## config.mk

```make
export PLATFORM = sky130hd
export DESIGN_NAME = vdc_audio_mixer
export DESIGN_NICKNAME = d
export VERILOG_FILES = /design/src/rtl/vdc_audio_mixer.sv
export SDC_FILE = /design/constraint.sdc
export NUM_CORES = 1
export LEC_CHECK = 0
export ABC_AREA = 1
export ABC_CLOCK_PERIOD_IN_PS = 2400
export BUFFER_PORTS_ARGS = -buffer_cell sky130_fd_sc_hd__clkbuf_2
export CELL_PAD_IN_SITES_DETAIL_PLACEMENT = 1
export CELL_PAD_IN_SITES_GLOBAL_PLACEMENT = 1
export CORE_MARGIN = 2
export CORE_UTILIZATION = 41
export CTS_BUF_LIST = sky130_fd_sc_hd__clkbuf_16
export CTS_CLUSTER_DIAMETER = 150
export DETAILED_ROUTE_END_ITERATION = 8
export PLACE_DENSITY = 0.77
export SYNTH_ARGS = -nofsm -noshare
export SYNTH_HDL_FRONTEND = slang
export SYNTH_SLANG_ARGS = --single-unit
```

## constraint.sdc

```tcl
create_clock -name pclk -period 2.4 [get_ports pclk]
set_clock_uncertainty 0.15 [all_clocks]
set_input_delay 0.48 -clock pclk [delete_from_list [all_inputs] [get_ports pclk]]
set_output_delay 0.48 -clock pclk [all_outputs]
set_load 0.02 [all_outputs]
```

## src/rtl/vdc_audio_mixer.sv

```systemverilog
// ########################################
// audio mixer
// even voices to left, odd to right, each
// side turned into a 1-bit pulse density
// stream by a first-order accumulator
// ########################################

`timescale 1ns/1ps

module vdc_audio_mixer #(
    parameter int NUM_VOICES = 4
) (
    input  logic                       pclk,
    input  logic                       rst_i,
    input  logic [NUM_VOICES-1:0][7:0] level_i,
    output logic                       audio_l_o,
    output logic                       audio_r_o
);

    localparam int HALF  = NUM_VOICES / 2;      // voices per side
    localparam int ACC_W = 8 + $clog2(HALF);    // wide enough for the full side sum

    logic [1:0] pdm_bit;                        // 0 left, 1 right

    for (genvar s = 0; s < 2; s++) begin : g_side
        logic [ACC_W-1:0] side_sum;
        logic [ACC_W-1:0] acc;
        logic [ACC_W:0]   acc_next;             // top bit is the density carry
        logic             pdm_q;

        // voices 2k+s belong to this side
        always_comb begin
            side_sum = '0;
            for (int k = 0; k < HALF; k++) begin
                side_sum = side_sum + ACC_W'(level_i[2 * k + s]);
            end
        end

        assign acc_next = {1'b0, acc} + {1'b0, side_sum};

        always_ff @(posedge pclk or posedge rst_i) begin
            if (rst_i) begin
                acc   <= '0;
                pdm_q <= 1'b0;
            end else begin
                acc   <= acc_next[ACC_W-1:0];
                pdm_q <= acc_next[ACC_W];       // one carry per 2^ACC_W of sum
            end
        end

        assign pdm_bit[s] = pdm_q;
    end

    assign audio_l_o = pdm_bit[0];
    assign audio_r_o = pdm_bit[1];

endmodule

```

## Yosys cells after proc, flatten, opt, wreduce, memory -nomap -nowiden

Cells that the tools add are included.

| word-level totals | value |
|---|---|
| input port bits | 34 |
| bits in registers | 20 |
| word-level logic and storage cells | 8 |

| cells by class | value |
|---|---|
| add/subtract/negate cells | 4 |

Operator list:

| kind | count |
|---|---|
| $add A9 B9 Y10 | 2 |
| $add A8 B8 Y9 | 2 |

## Logic depth before layout (Yosys ltp)

| depth | value |
|---|---|
| word-level depth | 2 |
| depth in mapped cells | 13 |
| mapped depth without buffers | 13 |

## Least setup slack after synthesis

OpenSTA, ideal clock, no wires.

| path | value |
|---|---|
| kind | input to register |
| start | input port level_i[9] (netlist name) |
| end | register g_side[1].acc[5] |
| data arrival time | 1976 ps |
| required time | 2127 ps |
| cell stages on the path | 9 |
| setup slack | 151 ps |
| buffers on the path | 0 |
| path through | fa_1 > ha_1 > inv_1 > fa_1 > inv_1 > nand2_1 > nand2_1 > nand2_1 > xnor2_1 |

| on the way | value |
|---|---|
| word-level cells in the longest chain between the ends | 2 |

RTL lines:

| item | RTL line | text |
|---|---|---|
| from (decl) | 15 | `input logic [NUM_VOICES-1:0][7:0] level_i,` |
| $add A8 B8 Y9 | 35 | `side_sum = side_sum + ACC_W'(level_i[2 * k + s]);` |
| $add A9 B9 Y10 | 39 | `assign acc_next = {1'b0, acc} + {1'b0, side_sum};` |
| via g_side[1].acc_next[5] | 28 | `logic [ACC_W:0] acc_next;` |
| to (signal assigned) | 46 | `acc <= acc_next[ACC_W-1:0];` |
| to (decl) | 27 | `logic [ACC_W-1:0] acc;` |

The timed path passes the listed nets, and every way through them passes these cells.

## Final worst setup path

| path | value |
|---|---|
| start | input port level_i[9] (netlist name) |
| end | register g_side[1].acc[7] |

The elaborated chain is that of the path after synthesis.

==> impl_metrics.json <==
{
  "drv_slew": 0,
  "yosys.area.top_type": "dfrtp_1",
  "num_antenna_cells": 0,
  "ioPinCount": 36,
  "path_class": "in2reg",
  "regArea_sq_um": 500,
  "slowest_stage": "fa_1",
  "cts_resized": 0,
  "syn-instance-count": 170,
  "syn-num-nets": 238,
  "max-slew-margin-rel_pct": 44.8,
  "synth_common_cells": "49 x nand2_1, 34 x inv_1, 20 x dfrtp_1",
  "critPathArrivalTime_ns": 2.23,
  "cts_buffers": 3,
  "cpLargestDelayFamily": "adder cells",
  "ys_types": 17,
  "route.detailed.drc": 0,
  "synth_edf_count": 0,
  "fin_tns_setup_ns": 0,
  "fin_crit_ns": 2.24,
  "root_buffer": "clkbuf_16",
  "hold_path_class": "in2async",
  "start_util_pct": 43.1,
  "peakVddDrop_v": 0.000622,
  "fillCellCount": 446,
  "critPathLaunchType": "input port",
  "die_w_um": 66.3,
  "cp_max_fo": 2,
  "fin_util_pct": 52.3,
  "grt_pass1_wl_um": 5700,
  "worstMarginPinSlew_ns": 0.827,
  "netlist_area_sq_um": 1590,
  "critPathMaxStageDelay_ns": 0.54,
  "dieHeight_um": 66.3,
  "wl_um": 3420,
  "hold_viol": 0,
  "ys_seq_elements": 20,
  "via_count": 1234,
  "status": "finished, final reports clean",
  "drt_iter0_drc": 18,
  "dp.cells": 256,
  "max-cap-violations": 0,
  "finalPower_mw": 2.91,
  "cp.depth": 11,
  "post_dp_cell_area_sq_um": 1850,
  "clock_path_buffers": 2,
  "dp_hpwl_um": 2940,
  "yosysWarnings": 0,
  "antenna_found_initial": 0,
  "path_cells": "clkbuf_2, fa_1, ha_1, inv_1, fa_1, inv_1, nand2_1, nand2_1, nand3b_4, nand3_1, nand2_1",
  "yosysMostFrequentCell": "nand2_1",
  "finalSetupViolations": 0,
  "fp.dieArea_sq_um": 4400,
  "worst_setup_path_end_kind": "register",
  "synth_top_area_share_pct": 31.4,
  "multiInputGateArea_sq_um": 963,
  "crit_path_frequent_cell": "nand2_1",
  "p_leak_nw": 1.10,
  "post_cts_buffers": 0,
  "grt_max_degree": 21,
  "post_layout_nonfiller_instances": 260,
  "fmax_mhz": 447,
  "power_density_nw_per_um2": 1510,
  "ff2ff_path_depth": 10,
  "nNetsFinal": 281,
  "rsz0062_at_grt": "no",
  "std_cell_rows": 22,
  "htree_levels": 1,
  "grt_pass1_vias": 1322,
  "port_buffers": 35,
  "first_pass_iters": 4,
  "cts_hold_buf": 0,
  "yosys-top-cells-area": "dfrtp_1 31%, fa_1 23%, ha_1 13%, nand2_1 12%, inv_1 8.0%",
  "clock_latency_ns": 0.25,
  "min_period_over_period_pct": 93.3,
  "grt_overflow": 0,
  "area_growth_pct": 21.1,
  "core_sq_um": 3690,
  "syn_area_per_cell_sq_um": 9.36,
  "layout-drive-gt1-share_pct": 22.2,
  "wire_per_inst_um": 13.2,
  "path_clk_slew_ns": 0.06,
  "holdWs_ns": 0.210,
  "routed_via_density": 4.75,
  "final_antenna_net_count": 0,
  "dp_slack_ns": -0.108,
  "ys_seq_area_share_pct": 31.4,
  "ys_async_sr_fraction_pct": 100,
  "r2r_slack_ns": 0.16,
  "grt_usage_pct": 17.4,
  "path_buf_inv": 3,
  "cp.required_ns": 2.39,
  "cts_tree": "built",
  "clkSinkCount": 20,
  "setup_slack_ns": 0.161,
  "gp_congestion": 0.816,
  "finalInstanceArea_sq_um": 1930,
  "synth-main-ff-cell": "dfrtp_1"
}
## flip-flops by register name, summed over array words and instances, names as in the netlist
signal,flops
audio_l_o,1
audio_r_o,1
g_side.acc,18
## metal layers
layer | wire length [um] | track usage, % | share of wire [%]
met4 | 125 | 8.16 | 3.7
met1 | 1320 | 20.7 | 39
met2 | 1880 | 31.0 | 55
met3 | 96 | 2.04 | 2.8
met5 | 0 | 0 | 0
## cell usage in the layout, fill, tap and decap left out, types with 2 or more instances in the layout
cell and n:
dfrtp_1 20, nand2_1 49, inv_1 34, xnor2_1 4
nand3_1 8, nand3b_1 2, nor2_1 4, fa_1 18
ha_1 16, clkbuf_2 35, or2_4 2, clkbuf_16 3
xor2_1 2, buf_4 3, a21oi_1 6
## cell families (layout without fill, tap and decap cells)
logic type	count (synthesis)	count (layout)	synth area share, %
buf+inv	34	76	8.02
simple gates	70	70	20.1
flops	20	20	31.4
xor+xnor	6	6	3.30
compound gates	6	6	1.89
fa+ha+maj	34	34	35.2
## worst reg2reg max path, delay by kind of cell, from the launching register on
family / cells / cell delay (ns)
buffers and inverters: 2 / 0.13
flip-flops: 1 / 0.37
AND/OR/NAND/NOR: 5 / 0.40
adder cells (fa/ha/maj): 3 / 1.07
## path summary, 6_finish.rpt
path                             startpoint                to
max                              level_i[9]  g_side[1].acc[7]
min reg2reg                g_side[1].acc[8]         audio_r_o
min in group pclk               level_i[16]  g_side[0].acc[0]
max reg2reg                g_side[1].acc[1]  g_side[1].acc[7]
min                                   rst_i  g_side[1].acc[0]
max in group asynchronous             rst_i  g_side[1].acc[5]
## area by class of cell
class                   instances  area share [%]
flip-flops and latches         20            26.0
clock buffers                   3            3.89
clock inverters                 1           0.195
inverters                      34            6.62
repair buffers                 38            10.3
well taps                      48            3.11
multi-input cells             116            50.0
## report_power, final
group	switching (mW)	internal, mW
logic	1.10	0.836
registers	0.0755	0.543
clock network	0.128	0.222
total	1.31	1.60
Note: power is estimated with default switching activity, not from simulation.
