**src/rtl/vdc_pkg.sv**
```systemverilog
// ########################################
// video/audio display controller package
// register map, configuration structs and
// host bus encodings shared by the core
// ########################################

package vdc_pkg;

    // 4-bit register number on the host bus
    typedef logic [3:0] reg_num_t;

    // register map (16-bit registers)
    localparam reg_num_t REG_CTRL       = 4'd0;     // bit 0 video enable
    localparam reg_num_t REG_BORDER     = 4'd1;     // 12-bit rgb colour
    localparam reg_num_t REG_STATUS     = 4'd2;     // read only, vblank + frame count
    localparam reg_num_t REG_VOICE_BASE = 4'd4;     // period/volume pairs from here

    // host bus encodings
    localparam logic CS_ENABLED = 1'b0;             // chip select is active low
    localparam logic RNW_READ   = 1'b1;             // rd_nwr high for a read
    localparam logic BYTE_EVEN  = 1'b0;             // even byte is bits 15:8

    // 12-bit colour, 4 bits per channel
    typedef struct packed {
        logic [3:0] red;
        logic [3:0] green;
        logic [3:0] blue;
    } rgb_t;

    // one tone voice setup
    typedef struct packed {
        logic [15:0] period;                        // 0 holds the voice high
        logic [7:0]  volume;
    } voice_cfg_t;

    // video control from the register block
    typedef struct packed {
        logic enable;                               // colour output on/off
        rgb_t border;
    } vid_ctrl_t;

endpackage

```
**src/rtl/vdc_tone_voice.sv**
```systemverilog
// ########################################
// square-wave tone voice
// level toggles between volume and zero
// every period+1 clocks
// ########################################

`timescale 1ns/1ps

module vdc_tone_voice (
    input  logic                pclk,
    input  logic                rst_i,
    input  vdc_pkg::voice_cfg_t cfg_i,
    output logic [7:0]          level_o
);

    logic [15:0] period_cnt;                    // clocks left in this half wave
    logic        phase;                         // high half of the square wave

    always_ff @(posedge pclk or posedge rst_i) begin
        if (rst_i) begin
            period_cnt <= '0;
            phase      <= 1'b0;
        end else if (cfg_i.period == 16'd0) begin
            period_cnt <= '0;                   // stopped voice sits at its high level
            phase      <= 1'b1;
        end else if (period_cnt == 16'd0) begin
            period_cnt <= cfg_i.period;         // reload, counts period..0
            phase      <= ~phase;
        end else begin
            period_cnt <= period_cnt - 1'b1;
        end
    end

    assign level_o = phase ? cfg_i.volume : 8'h00;  // volume gate

endmodule

```
**config.mk**
```make
export PLATFORM = sky130hd
export DESIGN_NAME = vdc_tone_voice
export DESIGN_NICKNAME = d
export VERILOG_FILES = /design/src/rtl/vdc_pkg.sv /design/src/rtl/vdc_tone_voice.sv
export SDC_FILE = /design/constraint.sdc
export NUM_CORES = 1
export LEC_CHECK = 0
export BUFFER_PORTS_ARGS = -buffer_cell sky130_fd_sc_hd__buf_4
export CAP_MARGIN = 25
export CORE_MARGIN = 3
export CORE_UTILIZATION = 50
export DETAILED_ROUTE_END_ITERATION = 6
export PLACE_DENSITY_LB_ADDON = 0.25
export SLEW_MARGIN = 15
export SYNTH_ARGS = -nofsm -noshare
export SYNTH_HDL_FRONTEND = slang
export SYNTH_SLANG_ARGS = --single-unit
```
**constraint.sdc**
```tcl
create_clock -name pclk -period 5.7 [get_ports pclk]
set_clock_uncertainty 0.1 [all_clocks]
set_input_delay 0.855 -clock pclk [delete_from_list [all_inputs] [get_ports pclk]]
set_output_delay 0.855 -clock pclk [all_outputs]
set_load 0.02 [all_outputs]
```
Word level (Yosys, flattened, before mapping)
Cells that the tools add are included.
- reduce and logical (&&, ||, !) cells: 3
- bitwise operators: 1
- add/subtract/negate cells: 1
- multiplexer cells: 5
- operator list (kind ; count):
    logical NOT 16 bit ; 2
    2-to-1 mux 16 bit ; 2
    subtractor 16 x 1 -> 16 bit, second input constant ; 1
    2-to-1 mux 8 bit ; 1
    2-to-1 mux 1 bit ; 2
    nonzero test 2 bit ; 1
    NOT 1 bit ; 1
- register bits after elaboration: 17
- input bits: 26

Logic depth before layout (Yosys ltp)
- depth after elaboration: 3
- gate-level depth with buffers: 7

Least setup slack after synthesis
No wires, ideal clock.
- path kind: in2out
- from: input port cfg_i[0] in the netlist's numbering
- to: output port level_o[0]
- setup slack: 3.674 ns
- stages on the path: 1
- buffers on the path: 0
- required time: 4.745 ns
- data arrival time: 1.071 ns
- path through: and2_1
- longest elaborated chain between the ends: 1
- RTL lines (what ; RTL line ; text):
    start: declaration ; vdc_tone_voice.sv:12 ; input vdc_pkg::voice_cfg_t cfg_i,
    2-to-1 mux 8 bit ; vdc_tone_voice.sv:34 ; assign level_o = phase ? cfg_i.volume : 8'h00;
    end: declaration ; vdc_tone_voice.sv:13 ; output logic [7:0] level_o
No other way between the ends.

Worst setup path after layout
- from: register period_cnt[6]
- to: register period_cnt[15]
- longest elaborated chain between the ends: 3
- elaborated cells on any way between the ends: 4
- RTL lines (what ; RTL line ; text):
    start: declaration ; vdc_tone_voice.sv:16 ; logic [15:0] period_cnt;
    start signal: assignment ; vdc_tone_voice.sv:27 ; period_cnt <= cfg_i.period;
    start signal: assignment ; vdc_tone_voice.sv:30 ; period_cnt <= period_cnt - 1'b1;
    subtractor 16 x 1 -> 16 bit or logical NOT 16 bit (tied branches) ; vdc_tone_voice.sv:30, vdc_tone_voice.sv:26 ;
    2-to-1 mux 16 bit (*) ; vdc_tone_voice.sv:26 ; end else if (period_cnt == 16'd0) begin
    2-to-1 mux 16 bit (*) ; vdc_tone_voice.sv:23 ; end else if (cfg_i.period == 16'd0) begin
Mark *: on every way between the ends. The rest lies on a longest branch, timed or not.
A chain may end at the register's enable or synchronous reset.

==> run summary <==
Post-DP HPWL = 1980 um
crit path max fanout = 22
final hold slack = 371 ps
cell area after synthesis = 1050 sq um
max-cap check violation count = 0
HP Class = flop to flop
slowest stage delay, CP = 730 ps
register-to-register setup slack = 3250 ps
final WL = 2660 um
Initial Util = 56.9%
chip height = 51.7 um
multiplexer share of the synthesized area = 0%
initial antenna violation count = 0
Setup Fix Bufs, Post-CTS = 0
pin slew with the least headroom to its limit = 811 ps
CTS resizes = 0
CTS tree = built
routed len/inst = 15.1 um
Worst-Skew Late Latency = 280 ps
count of buffers from port buffering = 33
fin nets = 180
Synth Register Bits = 17
setup violators final = 0
chip width = 51.7 um
CP startpoint = period_cnt[6]$_DFF_PP0_
cts hold-fix bufs = 0
Mapped Avg Cell Area = 8.79 sq um
WS Path Type = flop to flop
Layout Area Growth over Synthesis = 28.1%
antenna-violating nets left = 0
Initial DRT Pass Iterations = 4
synth unique cells = 29
Bufs on Longest Clock Path = 2
yosys warns = 0
CP cell instances = nor4_1, nand4_1, buf_8, o21ai_0, a31oi_1
Synth top area share = 40.7%
full die area = 2680 sq um
top cells by area, synth = dfrtp_1, o21ai_0, xor2_1
core area = 1840 sq um
Syn Inst Count = 119
clock root buffer = clkbuf_4
Post-Synth Adder-Cell Area = 2.39%
share of cells above drive strength 1 = 27.2%
1st-iter DRT viols = 33
Pwr per Cell Area = 308 nW/um^2
total gr overflow = 0
Avg Vias per Cell = 5.99
post-synthesis simple-gate area fraction = 26.8%
reg2reg start = period_cnt[6]$_DFF_PP0_
H-tree levels = 1
I/O pins = 34
area leader, netlist = dfrtp_1
Worst Path Required = 5770 ps
Seq/Total Area, Yosys = 40.7%
Sink Count = 17
compound-gate portion of the synthesized area = 17.3%
Leak Pwr = 0.552 nW
slew margin rel. = 45.5%
Final GP Congestion = 0.908
reg-to-reg endpoint = period_cnt[15]$_DFF_PP0_
Setup TNS Final = 0 ps
vias = 1054
Max Clk Rate = 409 MHz
total track usage = 21.2%
worst setup path endpoint = period_cnt[15]$_DFF_PP0_
status = finished clean
clk slew on worst S/H paths = 100 ps
CP endpoint kind = flop
Tmin final = 2450 ps
FP Rows = 15
Num CTS Buffers = 3
first-pass GRT wire length = 4310 um
XOR/XNOR share of the synthesized area = 9.21%
CP startpoint kind = flop
final-report hold violation count = 0
Arr. time, crit path = 2510 ps
unrepaired setup endpoints after global routing = false
reg2reg path depth = 5
Residual DRC = 0
ANT cells = 0
Final Slew Violations = 0
largest net degree at the start of global routing = 30
vias in the first global route = 983
VDD IR max = 0.213 mV
syn nets = 147
critical path's slowest cell = nor4_1
largest family of logic cells by synthesized area = simple AND/OR/NAND/NOR gates
period utilisation layout = 42.9%
==> where the power goes <==
part | total, mW | leakage [nW] | switching (mW) | internal [mW]
sequential | 0.214 | 0.198 | 0.0530 | 0.161
combinational | 0.134 | 0.339 | 0.0614 | 0.0728
clock | 0.0649 | 0.0150 | 0.0377 | 0.0272
total | 0.413 | 0.552 | 0.152 | 0.261
==> critical path, delay by kind of cell (launching register included) <==
family | cells | cell delay, ps
simple gates | 2 | 1200
flops | 1 | 430
buf+inv | 1 | 300
compound gates | 2 | 290
==> worst min path at each step <==
stage	startpoint	to	slack [ps]	cells after the start
6_report	period_cnt[0]$_DFF_PP0_	period_cnt[0]$_DFF_PP0_	370	1
5_1_grt	period_cnt[0]$_DFF_PP0_	period_cnt[0]$_DFF_PP0_	430	1
4_1_cts	period_cnt[0]$_DFF_PP0_	period_cnt[0]$_DFF_PP0_	380	1
3_5_place_dp	period_cnt[0]$_DFF_PP0_	period_cnt[0]$_DFF_PP0_	360	1
3_3_place_gp	period_cnt[0]$_DFF_PP0_	period_cnt[0]$_DFF_PP0_	370	1
2_1_floorplan	period_cnt[0]$_DFF_PP0_	period_cnt[0]$_DFF_PP0_	340	1
==> area by class of cell <==
type	instances	area (sq um)
fill	141	499
sequential	17	425
inverter	3	11.3
multi-input combinational	93	583
tap	25	31.3
clock buffer	4	26.3
timing repair buffer	34	263
==> synth_stat cells <==
library cell  number
xnor2_1            4
nor3_1             3
a31oi_1            4
xor2_1             7
clkbuf_1           1
inv_1              3
nor2_1            10
nor4b_1            1
and2_1             8
or4_4              1
o31ai_1            1
buf_2              3
buf_1              2
ha_1               2
and4_1             1
a21oi_1            7
o221a_2            1
nand2_1            5
nand4_1            3
nor4_1             7
or4_1              1
or3_4              1
dfrtp_1           17
o21ai_0           13
or3_2              1
a211oi_1           5
or3_1              3
nand3_1            3
nor3b_1            1
==> routing by layer <==
layer	track usage [%]	wire, um	part of all wire [%]
met1	24.9	1030	39
met4	7.86	34	1.3
met5	0	0	0
met2	37.3	1330	50
met3	5.16	269	10
==> through the flow <==
stage | cell area (sq um) | std cells | power (mW) | setup WS, ps | util (%)
finish | 1340 | 176 | 0.413 | 3250 | 72.9
global route | 1340 | 176 | 0.441 | 3140 | 72.9
CTS | 1330 | 175 | 0.409 | 2710 | 72.0
detailed placement | 1300 | 171 | 0.344 | 2690 | 70.6
global placement | 1300 | 171 | 0.338 | 2850 | 70.6
floorplan | 1050 | 119 | 0.301 | 3670 | -
==> sequential cells by signal (all words and copies together) (netlist names) <==
register    flops
period_cnt     16
phase           1
==> placed cells by master (no fill, tap or decap), types with 2 or more instances in the layout <==
master and count:
a31oi_1 4, xor2_1 7, nor4_1 7, xnor2_1 4, inv_1 3, ha_1 2, and2_1 8, nor3_1 3
nand4_1 3, a211oi_1 5, nand2_1 5, a21oi_1 7, dfrtp_1 17, nor2_1 10, o21ai_0 13, nand3_1 3
buf_4 33, or3_1 3, clkbuf_4 3
==> cells by family (layout without fill, tap and decap cells) <==
family | after synthesis | count (layout)
compound gates | 31 | 31
xor+xnor | 11 | 11
fa+ha+maj | 2 | 2
buf+inv | 9 | 41
flops | 17 | 17
simple gates | 49 | 49
Power figures use the tool's default switching activity.
