$ cat src/rtl/vdc_pkg.sv
// ########################################
// video/audio display controller package
// register map, configuration structs and
// host bus encodings shared by the core
// ########################################

package vdc_pkg;

    // 4-bit register number on the host bus
    typedef logic [3:0] reg_num_t;

    // register map (16-bit registers)
    localparam reg_num_t REG_CTRL       = 4'd0;     // bit 0 video enable
    localparam reg_num_t REG_BORDER     = 4'd1;     // 12-bit rgb colour
    localparam reg_num_t REG_STATUS     = 4'd2;     // read only, vblank + frame count
    localparam reg_num_t REG_VOICE_BASE = 4'd4;     // period/volume pairs from here

    // host bus encodings
    localparam logic CS_ENABLED = 1'b0;             // chip select is active low
    localparam logic RNW_READ   = 1'b1;             // rd_nwr high for a read
    localparam logic BYTE_EVEN  = 1'b0;             // even byte is bits 15:8

    // 12-bit colour, 4 bits per channel
    typedef struct packed {
        logic [3:0] red;
        logic [3:0] green;
        logic [3:0] blue;
    } rgb_t;

    // one tone voice setup
    typedef struct packed {
        logic [15:0] period;                        // 0 holds the voice high
        logic [7:0]  volume;
    } voice_cfg_t;

    // video control from the register block
    typedef struct packed {
        logic enable;                               // colour output on/off
        rgb_t border;
    } vid_ctrl_t;

endpackage

$ cat src/rtl/vdc_video_timing.sv
// ########################################
// video timing generator
// h/v counters, active-high syncs, display
// enable, registered colour and a frame
// counter that steps at vertical blank
// ########################################

`timescale 1ns/1ps

module vdc_video_timing #(
    parameter int H_ACTIVE = 640,
    parameter int H_FRONT  = 16,
    parameter int H_SYNC   = 96,
    parameter int H_BACK   = 48,
    parameter int V_ACTIVE = 480,
    parameter int V_FRONT  = 10,
    parameter int V_SYNC   = 2,
    parameter int V_BACK   = 33
) (
    input  logic               pclk,
    input  logic               rst_i,
    input  vdc_pkg::vid_ctrl_t vid_ctrl_i,
    output vdc_pkg::rgb_t      rgb_o,
    output logic               hsync_o,
    output logic               vsync_o,
    output logic               de_o,
    output logic               vblank_o,
    output logic [7:0]         frame_count_o
);

    localparam int H_TOTAL = H_ACTIVE + H_FRONT + H_SYNC + H_BACK;
    localparam int V_TOTAL = V_ACTIVE + V_FRONT + V_SYNC + V_BACK;
    localparam int HW      = $clog2(H_TOTAL);
    localparam int VW      = $clog2(V_TOTAL);

    logic [HW-1:0] h_count;                     // pixel within line
    logic [VW-1:0] v_count;                     // line within frame
    logic          h_last;
    logic          v_last;
    logic          h_active;
    logic          v_active;
    logic          h_sync;
    logic          v_sync;

    // line order is active, front porch, sync, back porch
    assign h_last   = h_count == HW'(H_TOTAL - 1);
    assign v_last   = v_count == VW'(V_TOTAL - 1);
    assign h_active = h_count < HW'(H_ACTIVE);
    assign v_active = v_count < VW'(V_ACTIVE);
    assign h_sync   = (h_count >= HW'(H_ACTIVE + H_FRONT))
                      && (h_count < HW'(H_ACTIVE + H_FRONT + H_SYNC));
    assign v_sync   = (v_count >= VW'(V_ACTIVE + V_FRONT))
                      && (v_count < VW'(V_ACTIVE + V_FRONT + V_SYNC));

    always_ff @(posedge pclk or posedge rst_i) begin
        if (rst_i) begin
            h_count <= '0;
            v_count <= '0;
        end else if (h_last) begin
            h_count <= '0;
            v_count <= v_last ? '0 : v_count + 1'b1;   // wrap at end of frame
        end else begin
            h_count <= h_count + 1'b1;
        end
    end

    // all outputs registered together so they stay aligned
    always_ff @(posedge pclk or posedge rst_i) begin
        if (rst_i) begin
            hsync_o       <= 1'b0;
            vsync_o       <= 1'b0;
            de_o          <= 1'b0;
            vblank_o      <= 1'b0;
            rgb_o         <= '0;
            frame_count_o <= '0;
        end else begin
            hsync_o  <= h_sync;
            vsync_o  <= v_sync;
            de_o     <= h_active && v_active;
            vblank_o <= !v_active;
            // border colour only inside the active area and when enabled
            rgb_o    <= (vid_ctrl_i.enable && h_active && v_active) ? vid_ctrl_i.border : '0;
            if (h_last && (v_count == VW'(V_ACTIVE - 1))) begin
                frame_count_o <= frame_count_o + 1'b1;  // last active line done
            end
        end
    end

endmodule

$ cat config.mk
export PLATFORM = sky130hd
export DESIGN_NAME = vdc_video_timing
export DESIGN_NICKNAME = d
export VERILOG_FILES = /design/src/rtl/vdc_pkg.sv /design/src/rtl/vdc_video_timing.sv
export SDC_FILE = /design/constraint.sdc
export NUM_CORES = 1
export LEC_CHECK = 0
export BUFFER_PORTS_ARGS = -buffer_cell sky130_fd_sc_hd__buf_2
export CAP_MARGIN = 25
export CORE_AREA = 2 2 64 66
export CTS_CLUSTER_DIAMETER = 40
export CTS_CLUSTER_SIZE = 14
export DETAILED_ROUTE_END_ITERATION = 6
export DIE_AREA = 0 0 66 68
export HOLD_SLACK_MARGIN = 0.06
export PLACE_DENSITY_LB_ADDON = 0.3
export SYNTH_ARGS = -nofsm -noshare
export SYNTH_HDL_FRONTEND = slang
export SYNTH_SLANG_ARGS = --single-unit
$ cat constraint.sdc
create_clock -name pclk -period 2 [get_ports pclk]
set_input_delay 0.1 -clock pclk [delete_from_list [all_inputs] [get_ports pclk]]
set_output_delay 0.1 -clock pclk [all_outputs]
set_load 0.005 [all_outputs]
Yosys cells after proc, flatten, opt, wreduce, memory -nomap -nowiden
Index checks and enable logic that the tools add are counted.
{"block": "op_classes", "n_addsub": 3, "magnitude_cmp": 6, "n_eq_ne": 3, "muxes": 3, "n_reduce_logical": 7}
{"op": "$add 10x1->10 const B", "n": 2}
{"op": "$eq 10x10->1 const B", "n": 2}
{"op": "$lt 10x10->1 const B", "n": 2}
{"op": "$lt 10x9->1 const B", "n": 2}
{"op": "$mux 10", "n": 2}
{"op": "$mux 12", "n": 1}
{"op": "$eq 10x9->1 const B", "n": 1}
{"op": "$ge 10x10->1 const B", "n": 1}
{"op": "$ge 10x9->1 const B", "n": 1}
{"op": "$add 8x1->8 const B", "n": 1}
{"op": "$logic_and 1x1->1", "n": 6}
{"op": "$logic_not 1->1", "n": 1}
{"block": "totals", "ff_bits": 44, "out_inout_bits": 24, "wordCells": 32}

Depth between registers and ports, before layout
Gate-level depths: netlist of the first run.
{"block": "depth", "depth_word": 4, "ltp_mapped": 6, "depth_no_buf": 6}

Least setup slack after synthesis of the first run
OpenSTA, ideal clock, no wires.
{"block": "synth_path", "kind": "register to register", "start": "register h_count[0]", "end": "register frame_count_o[1]", "setup_time_ps": 125, "arrival_time_ps": 1600, "required_ps": 1875, "path_slack_ps": 275, "path_stages_with_launch": 6, "n_path_buf": 0, "synth_period_minus_slack_ps": 1725, "path_cell_list": "dfrtp_1 -> ha_1 -> nand3_2 -> nor4_4 -> nand2_2 -> mux2_4"}
{"block": "synth_via", "elab_chain_len": 2}
{"element": "from (decl)", "line_no": "vdc_video_timing.sv:36", "text": "logic [HW-1:0] h_count;"}
{"element": "from (signal assigned)", "line_no": "vdc_video_timing.sv:63", "text": "h_count <= h_count + 1'b1;"}
{"element": "$eq 10x10->1", "line_no": "vdc_video_timing.sv:46", "text": "assign h_last = h_count == HW'(H_TOTAL - 1);"}
{"element": "$logic_and 1x1->1", "line_no": "vdc_video_timing.sv:83", "text": "if (h_last && (v_count == VW'(V_ACTIVE - 1))) begin"}
{"element": "to (signal assigned)", "line_no": "vdc_video_timing.sv:84", "text": "frame_count_o <= frame_count_o + 1'b1;"}
{"element": "to (decl)", "line_no": "vdc_video_timing.sv:28", "text": "output logic [7:0] frame_count_o"}
No other way between the ends.
A chain may end at the register's enable or synchronous reset.

Worst setup path in the final report of the first run
{"block": "layout_path", "start": "register v_count[5]", "end": "register v_count[2]"}
{"block": "layout_via", "elab_chain_len": 2}
{"element": "from (decl)", "line_no": "vdc_video_timing.sv:37", "text": "logic [VW-1:0] v_count;"}
{"element": "from (signal assigned)", "line_no": "vdc_video_timing.sv:61", "text": "v_count <= v_last ? '0 : v_count + 1'b1;"}
{"element": "$eq 10x10->1", "line_no": "vdc_video_timing.sv:47", "text": "assign v_last = v_count == VW'(V_TOTAL - 1);"}
{"element": "$mux 10", "line_no": "vdc_video_timing.sv:61"}
No other way between the ends.

==> results of run 1 <==
Yosys cell counts (all sizes together):
library cell  instances
o21a                  1
nand4b                2
o31ai                 2
nand3                11
a21oi                 1
nor4                  4
inv                   7
nor2                 12
o21ai                 7
ha                    5
nor3                  3
nor2b                 1
nand4                11
dfrtp                44
and3                  5
or3                   2
nand2                 5
mux2                  1
a22o                  2
and2                 14
clkbuf                2
nand2b                1
nor3b                 1
xor2                  4
xnor2                14
and4                  2
a31oi                 1
or2                   1
mux2i                 1
buf                   1
power by group:
part / leakage, uW / total, uW / internal [uW] / switching, uW
sequential: 0.000582 / 904 / 901 / 3.06
clock: 0.0000434 / 588 / 280 / 308
combinational: 0.000613 / 76.6 / 41.8 / 34.8
registers in the layout, indices dropped and copies added, names as in the netlist:
| signal | cells |
|---|---|
| rgb_o | 12 |
| h_count | 10 |
| v_count | 10 |
| frame_count_o | 8 |
| de_o | 1 |
| hsync_o | 1 |
| vblank_o | 1 |
| vsync_o | 1 |
layout make-up:
class,count,area [um^2]
Inverter,7,26.3
Sequential cell,44,1100
Tap cell,50,62.6
Multi-Input combinational cell,114,801
Fill cell,313,1410
Clock buffer,6,82.6
Timing Repair Buffer,56,358
Clock inverter,2,15.0
critical path, cell delays in order, from the launching register on:
cell and delay [ns]:
dfrtp_1 0.45, or3_1 0.39, nor4_1 0.47, o21ai_0 0.16
a22o_1 0.25
cell families after synthesis:
| kind of cell | after synthesis | synth area share |
|---|---|---|
| and+or+nand+nor | 75 | 0.241 |
| DFF | 44 | 0.566 |
| xor gates and xnor gates | 18 | 0.0810 |
| AOI/OAI and AO/OA | 14 | 0.0443 |
| buffers and inverters | 10 | 0.0231 |
| adders and majority gates | 5 | 0.0321 |
| muxes | 2 | 0.0129 |
metal layers:
| layer | track usage | share of wire | vias to the layer above |
|---|---|---|---|
| met4 | 0.0918 | 0.020 | 0 |
| met2 | 0.321 | 0.52 | 39 |
| met1 | 0.224 | 0.41 | 726 |
| met3 | 0.0444 | 0.048 | 7 |
| li1 | - | - | 703 |
| met5 | 0 | 0 | - |
how the worst max path moves through the flow:
stage	from	cells past startpoint	end	slack, ns
CTS	h_count[0]$_DFF_PP0_	5	frame_count_o[1]$_DFFE_PP0P_	0.09
finish	v_count[5]$_DFFE_PP0N_	4	v_count[2]$_DFFE_PP0N_	0.17
floorplan	h_count[0]$_DFF_PP0_	5	frame_count_o[1]$_DFFE_PP0P_	0.28
detailed placement	h_count[0]$_DFF_PP0_	5	frame_count_o[1]$_DFFE_PP0P_	0.1
global route	v_count[1]$_DFFE_PP0N_	6	frame_count_o[3]$_DFFE_PP0P_	0.05
global placement	h_count[0]$_DFF_PP0_	5	frame_count_o[1]$_DFFE_PP0P_	0.15
stage by stage:
stage	util	hold slack [ns]	setup slack, ns
finish	0.634	0.354	0.167
global route	0.634	0.398	0.0527
CTS	0.632	0.364	0.0922
detailed placement	0.573	0.266	0.0961
global placement	0.573	0.253	0.151
floorplan	-	0.229	0.275
what timing repair did:
action	CTS	global route
setup endpoints to repair	0	1
hold buffers	13	0
buffers inserted	0	1
resized for setup	0	0
hold endpoints to repair	56	0
==> impl.org, run 1 <==
** Drt
- Detailed routing inserted a total of 1475 vias.
- Before antenna repair, the detailed router went through 4 iterations.
- After detailed routing, the number of vias per cell comes to 5.29.
- The routed design has 3830 um of wire.
- Post-detailed-route count of antenna-violating nets :: 0
- Count of routing violations after the opening detailed-route iteration :: 79
- In the routed design, unresolved DRC markers number 0.
- In the final routed layout, each cell accounts on average for 13.7 um.

** Die
- IO Count :: 39
- The core region is 3860 um^2.
- X dimension of the die :: 66 um
- Die height :: 68 um
- Number of core rows :: 23
- For this configuration, the core starts out at a cell density of 0.505.
- Full die area :: 4490 um^2

** Critical path
- CP Data Arrival Time :: 2.02 ns
- Worst endpoint required time :: 2.19 ns
- Type of the worst setup path :: register to register
- The worst setup path is launched from a register.
- Worst reg2reg endpoint :: v_count[2]$_DFFE_PP0N_
- Worst Reg-to-Reg Cells :: 4
- STA classifies the critical path endpoint as a register.
- The setup check on the worst reg-to-reg path leaves a slack of 0.17 ns.
- The worst register-to-register path begins at v_count[5]$_DFFE_PP0N_.
- Peak fanout along the critical path :: 7

** Layout
- Count of inserted antenna diode cells :: 0
- After the last flow step, the layout net total stands at 248.
- Finished Cell Area :: 2450 um^2
- Post-synthesis to final-layout area growth :: 25.6%
- Most frequent cells in the layout :: dfrtp_1 (44), buf_2 (38), xnor2_1 (14), and2_1 (14), dlygate4sd3_1 (13)
- Share of post-route cells with drive strength above 1 :: 0.253
- Non-filler cells in the finished layout :: 279
- Leaving out fill and tap cells, the most frequent cell in the layout is dfrtp_1.

** STA
- Final hold vios :: 0
- Of the available clock period, the critical path in the final layout requires 0.917.
- Setup repair after global routing left no endpoint under its margin.
- Slew Limit Headroom :: 0.593
- Post-layout minimum cycle time :: 1.83 ns
- Maximum clock frequency :: 0.546 GHz
- At the pin with the least slew margin, the transition time is 0.604 ns.
- Fin Setup TNS :: 0 ns
- Worst setup skew after layout :: 0.0117 ns
- Final setup viols :: 0
- Pins over their slew limit :: 0

** Power
- Summed over all cells, the static leakage comes to 0.00124 uW.
- Final Power :: 1570 uW
- Dividing total power by cell area gives a power density of 641 nW/um^2.
- The worst-case IR drop observed on VDD is 0.519 mV.

** Clock tree
- Counting along the longest clock path gives a buffer depth of 2.
- After clock tree synthesis, the clock-pin slew on the worst setup and hold paths is 0.08 ns.
- The tree is rooted in a clkbuf_8.
- The number of clock buffers added by TritonCTS is 5.
- The clock net in this run drives a total of 44 sinks.
- In this run the number of H-tree levels came out at 2.
- At the later pin of the worst-skew pair, clock insertion delay measures 0.30 ns.
- TritonCTS built the clock tree.

** Logic synthesis
- Mean post-synth cell area :: 11.6 um^2
- Post-synth top area share :: 0.566
- Yosys printed 0 warnings.
- Flip-flop and latch count after synthesis :: 44
- Library cell occupying the most area in the post-synthesis netlist :: dfrtp_1
- Counting distinct cell types in the post-synthesis netlist gives 35.
- In the synthesized netlist, the number of instances is 168.
- Of the synthesized area, sequential elements account for 0.566.
- Counting every net in the synthesized netlist gives 188.
- Summing every instance area after synthesis gives 1950 um^2.
- Synth area leaders :: dfrtp_1 (57%), xnor2_1 (6.3%), and2_1 (4.5%)

** Run status
- Outcome :: finished clean

** GRT
- The number of antenna violations at the first check in global routing is 0.
- Summed over all layers, the global routing overflow is 0.
- Pin count of the biggest net entering global routing :: 45
- Across every metal layer, demand over resource in global routing totals 0.187.
- The number of global-route vias before repair is 1442.
- Wire length of the first global-routing pass :: 6240 um

** Placement
- DP HPWL :: 2630 um
- In this run the tool buffered the top-level ports with 38 buffer cells.
- Summing all placed instances gives a cell area of 2210 um^2.
- Routability-driven placement finished with a final weighted congestion of 0.811.
- Once placement completed, the tool counted placed cells totaling 257.

** Worst hold path
- Hold path startpoint :: vid_ctrl_i[12]
- The path with the worst hold slack has its endpoint at rgb_o[6]$_DFF_PP0_.
- Instance count along the most critical hold path :: 3
- The worst hold path belongs to the class primary input to register.

** Run
- Across the run, the number of max-cap violations was 0.
Note: power is estimated with default switching activity, not from simulation.
==> run 2, diff against run 1 <==
--- a/config.mk
+++ b/config.mk
@@ -7,11 +7,13 @@
 export LEC_CHECK = 0
 export BUFFER_PORTS_ARGS = -buffer_cell sky130_fd_sc_hd__buf_2
 export CAP_MARGIN = 25
-export CORE_AREA = 2 2 64 66
+export CELL_PAD_IN_SITES_DETAIL_PLACEMENT = 1
+export CELL_PAD_IN_SITES_GLOBAL_PLACEMENT = 2
+export CORE_AREA = 2 2 78 80
 export CTS_CLUSTER_DIAMETER = 40
 export CTS_CLUSTER_SIZE = 14
 export DETAILED_ROUTE_END_ITERATION = 6
-export DIE_AREA = 0 0 66 68
+export DIE_AREA = 0 0 80 82
 export HOLD_SLACK_MARGIN = 0.06
 export PLACE_DENSITY_LB_ADDON = 0.3
 export SYNTH_ARGS = -nofsm -noshare
==> impl.org, run 2 (synthesis gave the netlist of run 1 again) <==
** Drt
- Via count :: 1481
- The count of nets left with antenna violations once routing finished came out at 0.
- Routed WL :: 4440 um
- Residual DRC :: 0
- After detailed routing, the average wire length per cell comes to 14.6 um.
- Initial DRT Pass Iterations :: 3
- Using the TritonRoute via totals, the vias-per-cell ratio works out to 4.87.
- For this block, the initial DRC count from the detailed router was 55.

** STA
- The worst path needs 1.87 ns of the cycle, external delays included.
- Worst setup skew after layout :: 0.00771 ns
- Slew Limit Headroom :: 0.629
- The total count of max-transition violations in the final report was 0.
- For this run, the top clock speed supported by timing is 0.535 GHz.
- Worst Tran Pin Value :: 0.556 ns
- Setup repair after global routing left no endpoint under its margin.
- The number of failing hold endpoints at the final stage is 0.
- Final setup viols :: 0
- Fin Setup TNS :: 0 ns
- Dividing the final minimum period by the clock period gives 0.935.

** Die
- The die is 80 um wide.
- The die is 82 um tall.
- IO Count :: 39
- Placeable core region :: 5750 um^2
- Number of core rows :: 28
- Full die area :: 6560 um^2
- Initial Utilization :: 0.339

** Power
- Of the total power, combinational logic draws 0.050.
- Power per standard cell area :: 628 nW/um^2
- In this run the static leakage power is 0.00124 uW.
- Maximum resistive drop on vdd :: 0.360 mV
- Cell internal power dissipation :: 1220 uW
- Switching power as a share of total power :: 0.213
- Proportion of power drawn by flip-flops and latches :: 0.582
- Sw power :: 331 uW
- Clock share of power :: 0.368

** Clock tree
- TritonCTS built the clock tree.
- CTS Root Buffer Type :: clkbuf_8
- CTS H-tree depth :: 2
- In this run the deepest clock path goes through 2 buffers.
- Reg clk slew, reported paths :: 0.09 ns
- For this design, the sink count on the clock tree is 44.
- Later-pin clock latency in the skew report :: 0.29 ns
- Counting the buffers created by CTS gives 5.

** GRT
- The first global-routing pass estimated 7480 um of wire.
- The number of antenna violations at the first check in global routing was 0.
- Entering global routing, the biggest net connects 45 pins.
- Via count of the first global-routing pass :: 1579
- Gr usage total :: 0.147
- Summed over all layers, the global routing overflow is 0.

** Layout
- Share of post-route cells with drive strength above 1 :: 0.249
- Largest registers :: rgb_o: 12 flops, h_count: 10 flops, v_count: 10 flops
- The register with the most flip-flops in the layout has 12 of them.
- Leading cell type in the layout, fill and taps excluded :: dfrtp_1
- Fill cell instance count of the final layout :: 652
- Post-synthesis to final-layout area growth :: 27.1%
- Nets :: 248
- Finished Cell Area :: 2470 um^2
- Most frequent cells in the layout :: dfrtp_1 (44), buf_2 (38), xnor2_1 (14), and2_1 (14), dlygate4sd3_1 (13)
- 0 antenna diodes ended up in the layout.
- Most flop-heavy register :: rgb_o

** Critical path
- Critical path cell sequence :: ha_1 > nand4_1 > nor4_4 > buf_4 > nand2_2 > mux2_4
- Worst endpoint required time :: 2.17 ns
- The worst setup path is of the register to register kind.
- Among all stages on the critical path, the largest delay is contributed by dfrtp_1.
- CP Data Arrival Time :: 2.04 ns
- The worst setup path is launched from a register.
- The number of buffers and inverters on the critical path is 1.
- Critical path's top delay family :: simple AND/OR/NAND/NOR gates
- The worst setup path is captured at a register.
- Of all nets on the critical path, the largest fanout is 7.
- In this design, the stage delay of the slowest critical-path cell is 0.45 ns.

** Placement
- Placed Instance Area :: 2240 um^2
- Routability congestion estimate :: 0.832
- Buffers placed on the I/O ports in this run total 38.
- Summed over all nets, the half-perimeter wirelength after detailed placement is 3160 um.

** Worst hold path
- The worst hold path belongs to the class primary input to register.

** Run status
- The run finished with clean final reports.

** Run
- MaxCap Viol Count :: 0
[run 2: changes by cell type in the layout (fill, tap and decap cells not counted), sizes merged]
cell / previous run / this run
clkbuf: 6 / 7
clkinvlp: 2 / 1
[run 2: worst paths after layout]
kind,slack [ns],to,startpoint,cells past startpoint
worst max-delay path,0.13,frame_count_o[1]$_DFFE_PP0P_,v_count[1]$_DFFE_PP0N_,6
min in group asynchronous,0.52,h_count[5]$_DFF_PP0_,rst_i,4
worst min-delay path,0.37,rgb_o[3]$_DFF_PP0_,vid_ctrl_i[12],3
max in group asynchronous,1.10,v_count[8]$_DFFE_PP0N_,rst_i,4
worst min register to register,0.48,frame_count_o[7]$_DFFE_PP0P_,frame_count_o[7]$_DFFE_PP0P_,1
worst max register to register,0.13,frame_count_o[1]$_DFFE_PP0P_,v_count[1]$_DFFE_PP0N_,6
[run 2: stage by stage]
step | total power [uW] | setup slack, ns | hold WS, ns | utilization | cells
2_1_floorplan | 947 | 0.275 | 0.229 | - | 168
3_3_place_gp | 979 | 0.115 | 0.268 | 0.390 | 282
4_1_cts | 1580 | 0.0458 | 0.393 | 0.429 | 303
6_report | 1550 | 0.130 | 0.375 | 0.431 | 304
5_1_grt | 1630 | 0.0303 | 0.420 | 0.431 | 304
3_5_place_dp | 982 | 0.0675 | 0.286 | 0.390 | 282
[run 2: power by group through the flow]
stage,registers (uW),clock network [uW],logic [uW]
final,904,572,77.5
after global routing,905,635,88.2
after CTS,904,598,78.9
after detailed placement,922,0,59.8
after global placement,921,0,58.1
after floorplan,924,0,23.6
[run 2: worst register-to-register path, stage by stage, from the launching register on]
cell	delay, ns
dfrtp_1	0.45
ha_1	0.24
nand4_1	0.19
nor4_4	0.30
buf_4	0.19
nand2_2	0.07
mux2_4	0.32
[run 2: final cells by class]
type / count / area [um^2] / share of cell area
clock buffers: 7 / 86.3 / 0.0349
clock inverters: 1 / 7.51 / 0.00303
inverters: 7 / 26.3 / 0.0106
multi-input cells: 114 / 801 / 0.324
flip-flops and latches: 44 / 1100 / 0.445
well taps: 75 / 93.8 / 0.0379
repair buffers: 56 / 358 / 0.145
[run 2: metal layers]
layer	track usage	vias up	wire (um)
met2	0.259	25	2340
li1	-	701	-
met1	0.182	751	1920
met5	0	-	0
met3	0.0374	4	151
met4	0.0356	0	33
[run 2: what timing repair did]
item,in CTS,in global routing
hold buffers,13,0
hold endpoints to repair,56,0
buffers inserted,0,1
resized for setup,0,0
setup endpoints to repair,0,3
